`config.mk`:
```
export PLATFORM = sky130hd
export DESIGN_NAME = board_top
export DESIGN_NICKNAME = d
export VERILOG_FILES = /design/src/hw/bus_pkg.sv /design/src/hw/ps2_pkg.sv /design/src/hw/bus_if.sv /design/src/hw/board_top.sv /design/src/hw/key_bus_master.sv /design/src/hw/keymap_decoder.sv /design/src/hw/ps2_receiver.sv /design/src/hw/uart_regs.sv /design/src/hw/uart_tx.sv
export VERILOG_INCLUDE_DIRS = /design/src /design/src/hw
export SDC_FILE = /design/constraint.sdc
export NUM_CORES = 1
export LEC_CHECK = 0
export BUFFER_PORTS_ARGS = -buffer_cell sky130_fd_sc_hd__buf_4
export CAP_MARGIN = 20
export CORE_UTILIZATION = 25
export CTS_CLUSTER_DIAMETER = 120
export CTS_CLUSTER_SIZE = 16
export DETAILED_ROUTE_END_ITERATION = 8
export PLACE_DENSITY = 0.35
export SLEW_MARGIN = 20
export SYNTH_ARGS = -nofsm -noshare
export SYNTH_HDL_FRONTEND = slang
export SYNTH_SLANG_ARGS = --single-unit
```
`constraint.sdc`:
```
create_clock -name CLOCK_50 -period 3.5 [get_ports CLOCK_50]
set_input_delay 0.35 -clock CLOCK_50 [delete_from_list [all_inputs] [get_ports CLOCK_50]]
set_output_delay 0.35 -clock CLOCK_50 [all_outputs]
set_load 0.01 [all_outputs]
```
`src/hw/board_defs.svh`:
```
`ifndef BOARD_DEFS_SVH
`define BOARD_DEFS_SVH

// internal register bus widths
`define BUS_ADDR_W 32
`define BUS_DATA_W 32

// uart register block sits where the board maps its console
`define UART_BASE 32'h8000_0000

// byte offsets of the two uart registers
`define UART_DATA_OFS 32'h0000_0000
`define UART_STAT_OFS 32'h0000_0004

// CLOCK_50 cycles per serial bit
`define UART_DIV 128

// pending characters held by the bus master
// must be a power of two
`define KEY_QUEUE_DEPTH 4

`endif

```
`src/hw/bus_pkg.sv`:
```
package bus_pkg;

    // register addressed by the current bus cycle
    typedef enum logic [1:0] {
        UART_REG_NONE   = 2'd0,
        UART_REG_DATA   = 2'd1,
        UART_REG_STATUS = 2'd2
    } uart_reg_t;

    // status word, bit 0 is busy
    // upper bus bits read as zero
    typedef struct packed {
        logic wr_overrun;
        logic busy;
    } uart_status_t;

endpackage

```
`src/hw/ps2_pkg.sv`:
```
package ps2_pkg;

    // set-2 prefix that marks the next code as a release
    localparam logic [7:0] PS2_BREAK = 8'hF0;

    // ascii value for keys without a mapping
    localparam logic [7:0] ASCII_NONE = 8'h00;

    // one decoded key transition
    typedef struct packed {
        logic       pressed;
        logic       released;
        logic [7:0] scan;
        logic [7:0] ascii;
    } key_event_t;

endpackage

```
`src/hw/bus_if.sv`:
```
`timescale 1ns/1ps
`include "board_defs.svh"

interface bus_if;

    logic [`BUS_ADDR_W-1:0] addr;
    logic [`BUS_DATA_W-1:0] wdata;
    logic [`BUS_DATA_W-1:0] rdata;
    // single-cycle strobes, never both high
    logic                   we;
    logic                   re;

    // master issues cycles
    modport master (
        output addr, wdata, we, re,
        input  rdata
    );

    // slave answers, rdata valid the cycle after re
    modport slave (
        input  addr, wdata, we, re,
        output rdata
    );

endinterface

```
`src/hw/board_top.sv`:
```
`timescale 1ns/1ps

module board_top (
    input  logic       CLOCK_50,
    input  logic       reset,
    input  logic       ps2_clk,
    input  logic       ps2_dat,
    output logic       uart_txd,
    output logic [7:0] ledg,
    output logic       ledr
);

    logic [7:0]          scan_code;
    logic                scan_valid;
    logic                frame_error;
    ps2_pkg::key_event_t key_ev;
    logic                ev_valid;
    logic [7:0]          last_char;
    logic                overflow;
    logic                tx_start;
    logic [7:0]          tx_byte;
    logic                tx_busy;

    // register bus between key master and uart
    bus_if u_bus ();

    ps2_receiver u_ps2 (
        .CLOCK_50    (CLOCK_50),
        .reset       (reset),
        .ps2_clk     (ps2_clk),
        .ps2_dat     (ps2_dat),
        .scan_code   (scan_code),
        .scan_valid  (scan_valid),
        .frame_error (frame_error)
    );

    keymap_decoder u_keymap (
        .CLOCK_50   (CLOCK_50),
        .reset      (reset),
        .scan_code  (scan_code),
        .scan_valid (scan_valid),
        .key_ev     (key_ev),
        .ev_valid   (ev_valid)
    );

    key_bus_master u_master (
        .CLOCK_50  (CLOCK_50),
        .reset     (reset),
        .key_ev    (key_ev),
        .ev_valid  (ev_valid),
        .bus       (u_bus.master),
        .last_char (last_char),
        .overflow  (overflow)
    );

    uart_regs u_regs (
        .CLOCK_50 (CLOCK_50),
        .reset    (reset),
        .bus      (u_bus.slave),
        .tx_busy  (tx_busy),
        .tx_start (tx_start),
        .tx_byte  (tx_byte)
    );

    uart_tx u_tx (
        .CLOCK_50 (CLOCK_50),
        .reset    (reset),
        .tx_start (tx_start),
        .tx_byte  (tx_byte),
        .tx_busy  (tx_busy),
        .txd      (uart_txd)
    );

    // a bad frame never reaches the keymap or the uart
    a_error_not_decoded: assert property (@(posedge CLOCK_50) disable iff (reset)
        frame_error |=> !ev_valid);

    // leds show the last press and the queue overflow
    assign ledg = last_char;
    assign ledr = overflow;

endmodule

```
`src/hw/key_bus_master.sv`:
```
`timescale 1ns/1ps
`include "board_defs.svh"

module key_bus_master (
    input  logic                CLOCK_50,
    input  logic                reset,
    input  ps2_pkg::key_event_t key_ev,
    input  logic                ev_valid,
    bus_if.master               bus,
    output logic [7:0]          last_char,
    output logic                overflow
);

    localparam int DEPTH = `KEY_QUEUE_DEPTH;
    localparam int PTR_W = $clog2(DEPTH);

    typedef enum logic [1:0] {
        S_IDLE,
        S_READ,
        S_SAMPLE,
        S_WRITE
    } state_t;

    state_t                 state;
    logic [7:0]             fifo_mem [DEPTH];
    logic [PTR_W-1:0]       wr_ptr;
    logic [PTR_W-1:0]       rd_ptr;
    logic [PTR_W:0]         count;
    logic                   push;
    logic                   pop;
    logic                   full;
    bus_pkg::uart_status_t  status;

    // only presses with a mapped character are sent
    assign push = ev_valid && key_ev.pressed && key_ev.ascii != ps2_pkg::ASCII_NONE;
    assign full = count == (PTR_W + 1)'(DEPTH);

    // status word sits in the low bits of rdata
    assign status = bus.rdata[$bits(bus_pkg::uart_status_t)-1:0];
    assign pop    = state == S_SAMPLE && !status.busy;

    always_ff @(posedge CLOCK_50) begin
        if (reset) begin
            wr_ptr    <= '0;
            rd_ptr    <= '0;
            count     <= '0;
            overflow  <= 1'b0;
            last_char <= 8'h00;
        end else begin
            if (push) begin
                last_char <= key_ev.ascii;
            end
            // drop on full, flag stays until reset
            if (push && full) begin
                overflow <= 1'b1;
            end
            if (push && !full) begin
                wr_ptr <= wr_ptr + 1'b1;
            end
            if (pop) begin
                rd_ptr <= rd_ptr + 1'b1;
            end
            count <= count + (PTR_W + 1)'(push && !full) - (PTR_W + 1)'(pop);
        end
    end

    always_ff @(posedge CLOCK_50) begin
        if (push && !full) begin
            fifo_mem[wr_ptr] <= key_ev.ascii;
        end
    end

    // poll status, then write the head once the uart is free
    always_ff @(posedge CLOCK_50) begin
        if (reset) begin
            state  <= S_IDLE;
            bus.we <= 1'b0;
            bus.re <= 1'b0;
        end else begin
            bus.we <= 1'b0;
            bus.re <= 1'b0;
            case (state)
                S_IDLE: begin
                    if (count != '0) begin
                        bus.re   <= 1'b1;
                        bus.addr <= `UART_BASE + `UART_STAT_OFS;
                        state    <= S_READ;
                    end
                end
                // re on the bus this cycle
                S_READ: state <= S_SAMPLE;
                S_SAMPLE: begin
                    if (!status.busy) begin
                        bus.we    <= 1'b1;
                        bus.addr  <= `UART_BASE + `UART_DATA_OFS;
                        bus.wdata <= {{(`BUS_DATA_W-8){1'b0}}, fifo_mem[rd_ptr]};
                        state     <= S_WRITE;
                    end else begin
                        // still busy, poll again
                        state <= S_IDLE;
                    end
                end
                S_WRITE: state <= S_IDLE;
                default: state <= S_IDLE;
            endcase
        end
    end

    // no write until the status answer is back
    a_no_we_during_read: assert property (@(posedge CLOCK_50) disable iff (reset)
        bus.re |-> !bus.we ##1 !bus.we);

endmodule

```
`src/hw/keymap_decoder.sv`:
```
`timescale 1ns/1ps

module keymap_decoder (
    input  logic                CLOCK_50,
    input  logic                reset,
    input  logic [7:0]          scan_code,
    input  logic                scan_valid,
    output ps2_pkg::key_event_t key_ev,
    output logic                ev_valid
);

    logic break_pend;

    // set-2 make codes, lower case letters
    function automatic logic [7:0] make_to_ascii(input logic [7:0] code);
        logic [7:0] ch;
        case (code)
            8'h1C: ch = "a";  8'h32: ch = "b";  8'h21: ch = "c";  8'h23: ch = "d";
            8'h24: ch = "e";  8'h2B: ch = "f";  8'h34: ch = "g";  8'h33: ch = "h";
            8'h43: ch = "i";  8'h3B: ch = "j";  8'h42: ch = "k";  8'h4B: ch = "l";
            8'h3A: ch = "m";  8'h31: ch = "n";  8'h44: ch = "o";  8'h4D: ch = "p";
            8'h15: ch = "q";  8'h2D: ch = "r";  8'h1B: ch = "s";  8'h2C: ch = "t";
            8'h3C: ch = "u";  8'h2A: ch = "v";  8'h1D: ch = "w";  8'h22: ch = "x";
            8'h35: ch = "y";  8'h1A: ch = "z";
            8'h45: ch = "0";  8'h16: ch = "1";  8'h1E: ch = "2";  8'h26: ch = "3";
            8'h25: ch = "4";  8'h2E: ch = "5";  8'h36: ch = "6";  8'h3D: ch = "7";
            8'h3E: ch = "8";  8'h46: ch = "9";
            8'h29: ch = " ";
            // enter gives carriage return
            8'h5A: ch = 8'h0D;
            default: ch = ps2_pkg::ASCII_NONE;
        endcase
        return ch;
    endfunction

    always_ff @(posedge CLOCK_50) begin
        if (reset) begin
            break_pend <= 1'b0;
            ev_valid   <= 1'b0;
        end else begin
            ev_valid <= 1'b0;
            if (scan_valid) begin
                if (scan_code == ps2_pkg::PS2_BREAK) begin
                    // prefix only, event comes with the next code
                    break_pend <= 1'b1;
                end else begin
                    break_pend <= 1'b0;
                    ev_valid   <= 1'b1;
                end
            end
        end
    end

    // event payload, qualified by ev_valid
    always_ff @(posedge CLOCK_50) begin
        if (scan_valid && scan_code != ps2_pkg::PS2_BREAK) begin
            key_ev.pressed  <= ~break_pend;
            key_ev.released <= break_pend;
            key_ev.scan     <= scan_code;
            // releases carry no character
            key_ev.ascii    <= break_pend ? ps2_pkg::ASCII_NONE : make_to_ascii(scan_code);
        end
    end

    a_press_xor_release: assert property (@(posedge CLOCK_50) disable iff (reset)
        ev_valid |-> !(key_ev.pressed && key_ev.released));

endmodule

```
`src/hw/ps2_receiver.sv`:
```
`timescale 1ns/1ps

module ps2_receiver (
    input  logic       CLOCK_50,
    input  logic       reset,
    input  logic       ps2_clk,
    input  logic       ps2_dat,
    output logic [7:0] scan_code,
    output logic       scan_valid,
    output logic       frame_error
);

    logic [1:0]  clk_sync;
    logic [1:0]  dat_sync;
    logic        clk_prev;
    logic        clk_fall;
    logic [3:0]  bit_cnt;
    logic [10:0] shreg;
    logic [10:0] frame;
    logic        frame_ok;

    // two flops per line, both idle high
    always_ff @(posedge CLOCK_50) begin
        if (reset) begin
            clk_sync <= 2'b11;
            dat_sync <= 2'b11;
            clk_prev <= 1'b1;
        end else begin
            clk_sync <= {clk_sync[0], ps2_clk};
            dat_sync <= {dat_sync[0], ps2_dat};
            clk_prev <= clk_sync[1];
        end
    end

    // device changes data on rising edge, so sample on falling
    assign clk_fall = clk_prev & ~clk_sync[1];

    // full frame once the current bit is appended
    // bit 0 start, 1..8 data lsb first, 9 parity, 10 stop
    assign frame = {dat_sync[1], shreg[10:1]};

    // start low, stop high, odd parity over data and parity bit
    assign frame_ok = ~frame[0] & frame[10] & (^frame[9:1]);

    always_ff @(posedge CLOCK_50) begin
        if (reset) begin
            bit_cnt     <= 4'd0;
            scan_valid  <= 1'b0;
            frame_error <= 1'b0;
        end else begin
            scan_valid  <= 1'b0;
            frame_error <= 1'b0;
            if (clk_fall) begin
                if (bit_cnt == 4'd10) begin
                    bit_cnt <= 4'd0;
                    if (frame_ok) begin
                        scan_valid <= 1'b1;
                    end else begin
                        frame_error <= 1'b1;
                    end
                end else if (bit_cnt == 4'd0 && dat_sync[1]) begin
                    // no start bit here, wait for one
                    bit_cnt <= 4'd0;
                end else begin
                    bit_cnt <= bit_cnt + 4'd1;
                end
            end
        end
    end

    // shift register and code carry no reset
    always_ff @(posedge CLOCK_50) begin
        if (clk_fall) begin
            shreg <= frame;
            if (bit_cnt == 4'd10) begin
                scan_code <= frame[8:1];
            end
        end
    end

    // a frame ends in exactly one outcome
    a_one_outcome: assert property (@(posedge CLOCK_50) disable iff (reset)
        !(scan_valid && frame_error));

endmodule

```
`src/hw/uart_regs.sv`:
```
`timescale 1ns/1ps
`include "board_defs.svh"

module uart_regs (
    input  logic       CLOCK_50,
    input  logic       reset,
    bus_if.slave       bus,
    input  logic       tx_busy,
    output logic       tx_start,
    output logic [7:0] tx_byte
);

    bus_pkg::uart_reg_t    sel;
    bus_pkg::uart_status_t status;
    logic                  overrun;

    // address decode, single slave so no external decoder
    always_comb begin
        if (bus.addr == `UART_BASE + `UART_DATA_OFS) begin
            sel = bus_pkg::UART_REG_DATA;
        end else if (bus.addr == `UART_BASE + `UART_STAT_OFS) begin
            sel = bus_pkg::UART_REG_STATUS;
        end else begin
            sel = bus_pkg::UART_REG_NONE;
        end
    end

    // busy covers the start pulse before tx_busy rises
    always_comb begin
        status            = '0;
        status.busy       = tx_busy | tx_start;
        status.wr_overrun = overrun;
    end

    always_ff @(posedge CLOCK_50) begin
        if (reset) begin
            tx_start <= 1'b0;
            overrun  <= 1'b0;
        end else begin
            tx_start <= 1'b0;
            if (bus.we && sel == bus_pkg::UART_REG_DATA) begin
                if (status.busy) begin
                    // write dropped, remembered in status
                    overrun <= 1'b1;
                end else begin
                    tx_start <= 1'b1;
                end
            end
        end
    end

    // byte latched with the accepted write
    always_ff @(posedge CLOCK_50) begin
        if (bus.we && sel == bus_pkg::UART_REG_DATA && !status.busy) begin
            tx_byte <= bus.wdata[7:0];
        end
    end

    // read data one cycle after re, unmapped reads give zero
    always_ff @(posedge CLOCK_50) begin
        if (reset) begin
            bus.rdata <= '0;
        end else if (bus.re) begin
            if (sel == bus_pkg::UART_REG_STATUS) begin
                bus.rdata <= `BUS_DATA_W'(status);
            end else begin
                bus.rdata <= '0;
            end
        end
    end

endmodule

```
`src/hw/uart_tx.sv`:
```
`timescale 1ns/1ps
`include "board_defs.svh"

module uart_tx (
    input  logic       CLOCK_50,
    input  logic       reset,
    input  logic       tx_start,
    input  logic [7:0] tx_byte,
    output logic       tx_busy,
    output logic       txd
);

    localparam int DIV_W = $clog2(`UART_DIV);

    logic [DIV_W-1:0] div_cnt;
    logic [3:0]       bit_idx;
    logic [9:0]       frame;

    always_ff @(posedge CLOCK_50) begin
        if (reset) begin
            tx_busy <= 1'b0;
            txd     <= 1'b1;
            div_cnt <= '0;
            bit_idx <= 4'd0;
        end else if (tx_start) begin
            // stop, data lsb first, start
            frame   <= {1'b1, tx_byte, 1'b0};
            txd     <= 1'b0;
            tx_busy <= 1'b1;
            div_cnt <= '0;
            bit_idx <= 4'd0;
        end else if (tx_busy) begin
            if (div_cnt == DIV_W'(`UART_DIV - 1)) begin
                div_cnt <= '0;
                if (bit_idx == 4'd9) begin
                    // stop bit done, line back to idle
                    tx_busy <= 1'b0;
                    txd     <= 1'b1;
                end else begin
                    bit_idx <= bit_idx + 4'd1;
                    frame   <= {1'b1, frame[9:1]};
                    txd     <= frame[1];
                end
            end else begin
                div_cnt <= div_cnt + 1'b1;
            end
        end
    end

    // register block must hold off while a character is on the line
    a_start_when_idle: assert property (@(posedge CLOCK_50) disable iff (reset)
        tx_start |-> !tx_busy);

endmodule

```
; After elaboration in Yosys (flattened, before gate mapping)
; Memory sizes are Yosys's and may differ from the RTL's. A register that Yosys moved wholly into a read port is not among the register bits.
; Index checks and enable logic that the tools add are counted.
[word_totals]
wordCells = 135
ramBits = 32
memories = 2
out_inout_bits = 10
reg_bits = 125
rom_bits = 896
input_bits = 4
[op_classes]
n_addsub = 7
reduce_logical = 33
n_bitwise = 16
muxes = 32
eq_ne = 16
[mem_list]
columns = name, depth, width, read_ports, rd_clocked_by_memory_dff, wr, line_no
row1 = (name not given), 128, 7, 1, 1, 0, keymap_decoder.sv:17  ; case (code)
row2 = u_master.fifo_mem, 4, 8, 1, 1, 1, key_bus_master.sv:25  ; logic [7:0] fifo_mem [DEPTH];
[op_table]
columns = op, n
row1 = "== test 32 bit, second input constant", 2
row2 = 2-to-1 mux 32 bit, 2
row3 = case mux 32 bit (2 select lines), 1
row4 = 2-to-1 mux 10 bit, 3
row5 = 2-to-1 mux 1 bit, 17
row6 = inverter 1 bit, 12
row7 = OR reduction 2 bit, 6
row8 = logical AND 1 bit, 9
row9 = 2-to-1 mux 9 bit, 1
row10 = XOR reduction 9 bit, 1
row11 = "adder 4 x 1 -> 4 bit, second input constant", 2
row12 = "== test 4 bit, second input constant", 2
row13 = "== test 8 bit, second input constant", 1
row14 = 2-to-1 mux 2 bit, 4
row15 = 2-to-1 mux 4 bit, 2
row16 = "!= test 8 bit, second input constant", 1
row17 = case mux 2 bit (4 select lines), 1
row18 = AND reduction 4 bit, 2
row19 = nonzero test 8 bit, 1
row20 = "adder 7 x 1 -> 7 bit, second input constant", 1
row21 = "== test 7 bit, second input constant", 1
row22 = 2-to-1 mux 7 bit, 1
row23 = "== test 2 bit, second input constant", 3
row24 = AND reduction 3 bit, 2
row25 = 16 further kinds, 26

; Longest topological paths before layout
[depth]
ltp_word = 7
ltp_mapped = 11
depth_no_buf = 11

; Hierarchy
; Synthesis repeated with hierarchy kept, for this count alone.
[unflattened]
hier_cells = 598
area_unflattened_um2 = 7106.8
[modules_own_cells]
columns = module, seq_area_each_um2, area_per_inst_um2, cells_each, n_inst
row1 = key_bus_master, 1631.6, 2850.2, 209, 1
row2 = keymap_decoder, 550.5, 1447.6, 156, 1
row3 = ps2_receiver, 760.7, 1057.3, 74, 1
row4 = uart_tx, 500.5, 1004.7, 92, 1
row5 = uart_regs, 320.3, 747.0, 67, 1

; Worst setup path before layout
; OpenSTA, ideal clock, no wires.
[synth_path]
path_kind = reg2reg
startpoint = register u_master.state[0]
endpoint = register u_master.count[2]
setup_time_ns = 0.128
required_time_ns = 3.372
setup_slack_ns = 1.408
path_stages_with_launch = 12
path_buffers = 0
period_less_slack_ns = 2.092
t_arrival_ns = 1.964
cell_sequence = dfxtp_1 nand2b_1 or2_2 inv_1 ha_1 inv_1 ha_1 inv_1 fa_1 xor2_1 xnor2_1 nor2_1
[synth_between]
elab_chain_cells = 3
[synth_lines]
columns = item, line_no
row1 = from (decl), key_bus_master.sv:24  ; state_t state;
row2 = from (signal assigned), key_bus_master.sv:76  ; state <= S_IDLE;
row3 = from (signal assigned), key_bus_master.sv:87  ; state <= S_READ;
row4 = from (signal assigned), key_bus_master.sv:91  ; S_READ: state <= S_SAMPLE;
row5 = == test 2 bit, key_bus_master.sv:40  ; assign pop = state == S_SAMPLE && !status.busy;
row6 = logical AND 1 bit, key_bus_master.sv:40
row7 = via u_master.pop, key_bus_master.sv:30  ; logic pop;
row8 = subtractor 3 x 1 -> 3 bit, key_bus_master.sv:63  ; count <= count + (PTR_W + 1)'(push && !full) - (PTR_W + 1)'(pop);
row9 = to (signal assigned), key_bus_master.sv:63
row10 = to (decl), key_bus_master.sv:28  ; logic [PTR_W:0] count;
; The timed path passes the listed nets, and every way through them passes these cells.
; A chain may end at the register's enable or synchronous reset.

; Worst setup path after layout
[layout_path]
startpoint = register u_keymap.key_ev[4] (netlist name)
endpoint = register u_master.count[2]
[layout_between]
elab_chain_cells = 5
[layout_lines]
columns = item, line_no
row1 = nonzero test 8 bit, key_bus_master.sv:35  ; assign push = ev_valid && key_ev.pressed && key_ev.ascii != ps2_pkg::ASCII_NONE;
row2 = logical AND 1 bit, key_bus_master.sv:35
row3 = logical AND 1 bit, key_bus_master.sv:63
row4 = adder 3 x 1 -> 3 bit, key_bus_master.sv:63
row5 = subtractor 3 x 1 -> 3 bit, key_bus_master.sv:63
; No other way between the ends.

==> results.json <==
{
  "status": "complete, no violations",
  "post-route-period-util_pct": 64.2,
  "reg2reg_setup_slack_ns": 1.25,
  "yosys_warnings": 0,
  "drt_first_pass_iters": 4,
  "grt_max_degree": 34,
  "max-cap-violations": 0,
  "clock.fmax_mhz": 445,
  "rsz0062_at_grt": "no",
  "r2r_cells": 8,
  "final-hold-violation-count": 0,
  "grt_pass1_vias": 3188,
  "report.final.slew_viol_count": 0,
  "power_density_mw_per_mm2": 564,
  "avgSynthCellArea_um2": 12.6,
  "setup_tns_ns": 0,
  "syn_area_mm2": 0.00543,
  "final_area_mm2": 0.00635,
  "utilization_pct": 30.0,
  "io_buffers": 12,
  "h-tree-depth": 4,
  "place_congestion": 0.770,
  "post-route-drc-count": 0,
  "clock-skew-final_ns": 0.0100,
  "wl_um": 10600,
  "clock_sinks": 123,
  "cp_max_fo": 7,
  "design.core.area_mm2": 0.0212,
  "fill_cells": 2136,
  "cts_hold_repair.buffers": 0,
  "root_buffer": "clkbuf_16",
  "fp.dieArea_mm2": 0.0223,
  "syn_inst": 429,
  "max-vdd-ir-drop_v": 0.000248,
  "place_hpwl_um": 7180,
  "cts_tree": "yes",
  "ys_seq_elements": 123,
  "antenna_found_initial": 0,
  "topRoutingLayerUsed": "met4",
  "hp-start": "ps2_clk",
  "grt-ovfl-total": 0,
  "die_h_um": 149,
  "start_util_pct": 25.7,
  "critPathKind": "reg2reg",
  "cts_setup_buffers": 0,
  "syn_nets": 451,
  "cts_buffers": 17,
  "insertion_delay_ns": 0.41,
  "hp-class": "in2reg",
  "async_reset_ff_share_pct": 0,
  "synth_cell_types": 61,
  "p_total_mw": 3.58,
  "die_w_um": 149,
  "final_nets": 463,
  "cts_resized": 0,
  "io_pins": 14,
  "num_rows": 53,
  "worstHoldPathCells": 2,
  "p_leak_nw": 2.20,
  "drive_above_1_share_pct": 17.4,
  "antenna_left": 0,
  "slew_headroom_pct": 42.7,
  "wl_per_cell_um": 14.5,
  "clk_pin_slew_ns": 0.06,
  "area_growth_pct": 16.9,
  "min_period_ns": 2.25,
  "worstHoldEndpoint": "u_ps2.clk_sync[0]",
  "crit_arrival_ns": 2.54,
  "max_slew.worst_pin.slew_ns": 0.860,
  "synth_edf_count": 77,
  "met2WireLength_um": 5200,
  "num_vias": 3207,
  "clockBufferDepth": 2,
  "timing.rr.start": "u_keymap.key_ev[4]",
  "timing.rr.end": "u_master.count[2]",
  "grt_pass1_wl_um": 17100,
  "viasPerCell": 4.40,
  "fin_hold_ws_ns": 0.119,
  "endpoint_kind": "register",
  "m1WireLength_um": 4770,
  "place_area_mm2": 0.00575,
  "drtIter0Drc": 99,
  "crit_required_ns": 3.79,
  "startpoint_type": "register",
  "grt_usage_pct": 10.3,
  "ys_seq_area_share_pct": 59.6,
  "insertedDiodeCount": 0,
  "wl_met3_um": 379,
  "synth_flop_cell": "edfxtp_1",
  "finalSetupViolCount": 0
}
logic make-up after synthesis:
kind of cell	count (synthesis)	share of synthesized area, %
AND/OR/NAND/NOR	136	13.3
flip-flops	123	59.6
AO/OA/AOI/OAI	61	7.84
buffers and inverters	39	3.55
multiplexers	30	7.77
XOR/XNOR	21	3.64
adder cells (fa/ha/maj)	18	4.29
other	1	0.0691
worst max path at each step:
stage | from | endpoint | slack [ns] | depth (start not counted)
final | u_keymap.key_ev[4] | u_master.count[2] | 1.25 | 8
after global routing | u_keymap.key_ev[4] | u_master.count[2] | 1.07 | 8
after CTS | u_keymap.key_ev[4] | u_master.count[2] | 1.20 | 8
after detailed placement | u_keymap.key_ev[4] | u_master.count[2] | 1.22 | 8
after global placement | u_keymap.key_ev[0] | u_master.count[2] | 1.23 | 8
after floorplan | u_master.state[0] | u_master.count[2] | 1.41 | 11
layout make-up:
| class | count | area [um2] | area share (%) |
|---|---|---|---|
| Sequential cell | 123 | 3230 | 50.9 |
| Timing Repair Buffer | 15 | 113 | 1.77 |
| Tap cell | 275 | 344 | 5.42 |
| Inverter | 17 | 63.8 | 1.01 |
| Clock buffer | 20 | 457 | 7.20 |
| Clock inverter | 12 | 135 | 2.13 |
| Multi-Input combinational cell | 267 | 2000 | 31.5 |
worst max-delay path: stages (launching register included):
cell      delay [ns]
edfxtp_1        0.46
nor3_1          0.15
a221oi_2        0.50
ha_1            0.24
inv_1           0.05
fa_1            0.37
xor2_1          0.17
xnor2_1         0.14
nor2_1          0.05
Yosys cell counts, types with 2 or more instances:
cell type	n	share of area, %
edfxtp_1	77	43
dfxtp_1	46	17
nor2_1	41	2.8
nand2_1	19	1.3
ha_1	17	3.9
inv_1	17	1.2
a21oi_1	15	1.4
mux2i_1	14	2.6
nand3_1	13	1.2
nand2b_1	12	1.4
xor2_1	11	1.8
or2_2	10	1.2
mux4_2	9	3.7
xnor2_1	9	1.5
nor3_1	8	0.74
and2_1	7	0.81
buf_2	7	0.65
clkbuf_1	7	0.48
mux2_2	7	1.5
o21ai_0	7	0.65
nor2b_1	6	0.69
a211oi_1	5	0.69
a31oi_1	5	0.58
nand4_1	5	0.58
buf_6	4	0.83
o211ai_1	4	0.55
a221oi_1	3	0.48
a32oi_1	3	0.48
o22ai_1	3	0.35
a21oi_2	2	0.32
and3b_1	2	0.32
buf_1	2	0.14
buf_4	2	0.28
nor4b_1	2	0.32
or3_1	2	0.23
sequential cells by signal, indices dropped and copies added (netlist names), 3 cells and up:
| name | count |
|---|---|
| u_ps2.shreg | 10 |
| u_ps2.bit_cnt | 4 |
| u_master.count | 3 |
| u_master.bus.wdata | 7 |
| u_tx.bit_idx | 4 |
| u_keymap.key_ev | 8 |
| u_master.last_char | 7 |
| u_tx.frame | 8 |
| u_ps2.scan_code | 8 |
| u_tx.div_cnt | 7 |
| u_master.fifo_mem | 28 |
| u_regs.tx_byte | 7 |
layer usage:
layer,global-route usage (%),vias to the layer above
li1,-,1592
met1,12.0,1542
met2,17.0,56
met3,3.12,17
met4,5.10,0
met5,0,-
per-stage QoR:
step,setup WS (ns),std cells
6_report,1.25,729
5_1_grt,1.07,729
4_1_cts,1.20,729
3_3_place_gp,1.23,697
3_5_place_dp,1.22,697
2_1_floorplan,1.41,429
placed cells by master (no fill, tap or decap), drive strengths merged, types with 5 or more instances in the layout:
cell / n
clkbuf: 20
dfxtp: 46
buf: 15
xor2: 11
nand2: 19
or2: 11
ha: 17
a31oi: 5
nor2: 41
mux2i: 14
nor3: 8
inv: 22
nand3: 13
a21oi: 17
mux2: 7
nand4: 5
a211oi: 6
and2: 8
o21ai: 7
xnor2: 9
nor2b: 6
mux4: 9
nand2b: 12
edfxtp: 77
power by group:
| part | internal [mW] | switching, mW | total [mW] |
|---|---|---|---|
| clock | 1.09 | 0.655 | 1.75 |
| combinational | 0.103 | 0.0867 | 0.190 |
| sequential | 1.59 | 0.0512 | 1.64 |
| total | 2.79 | 0.793 | 3.58 |
Note: power is estimated with default switching activity, not from simulation.
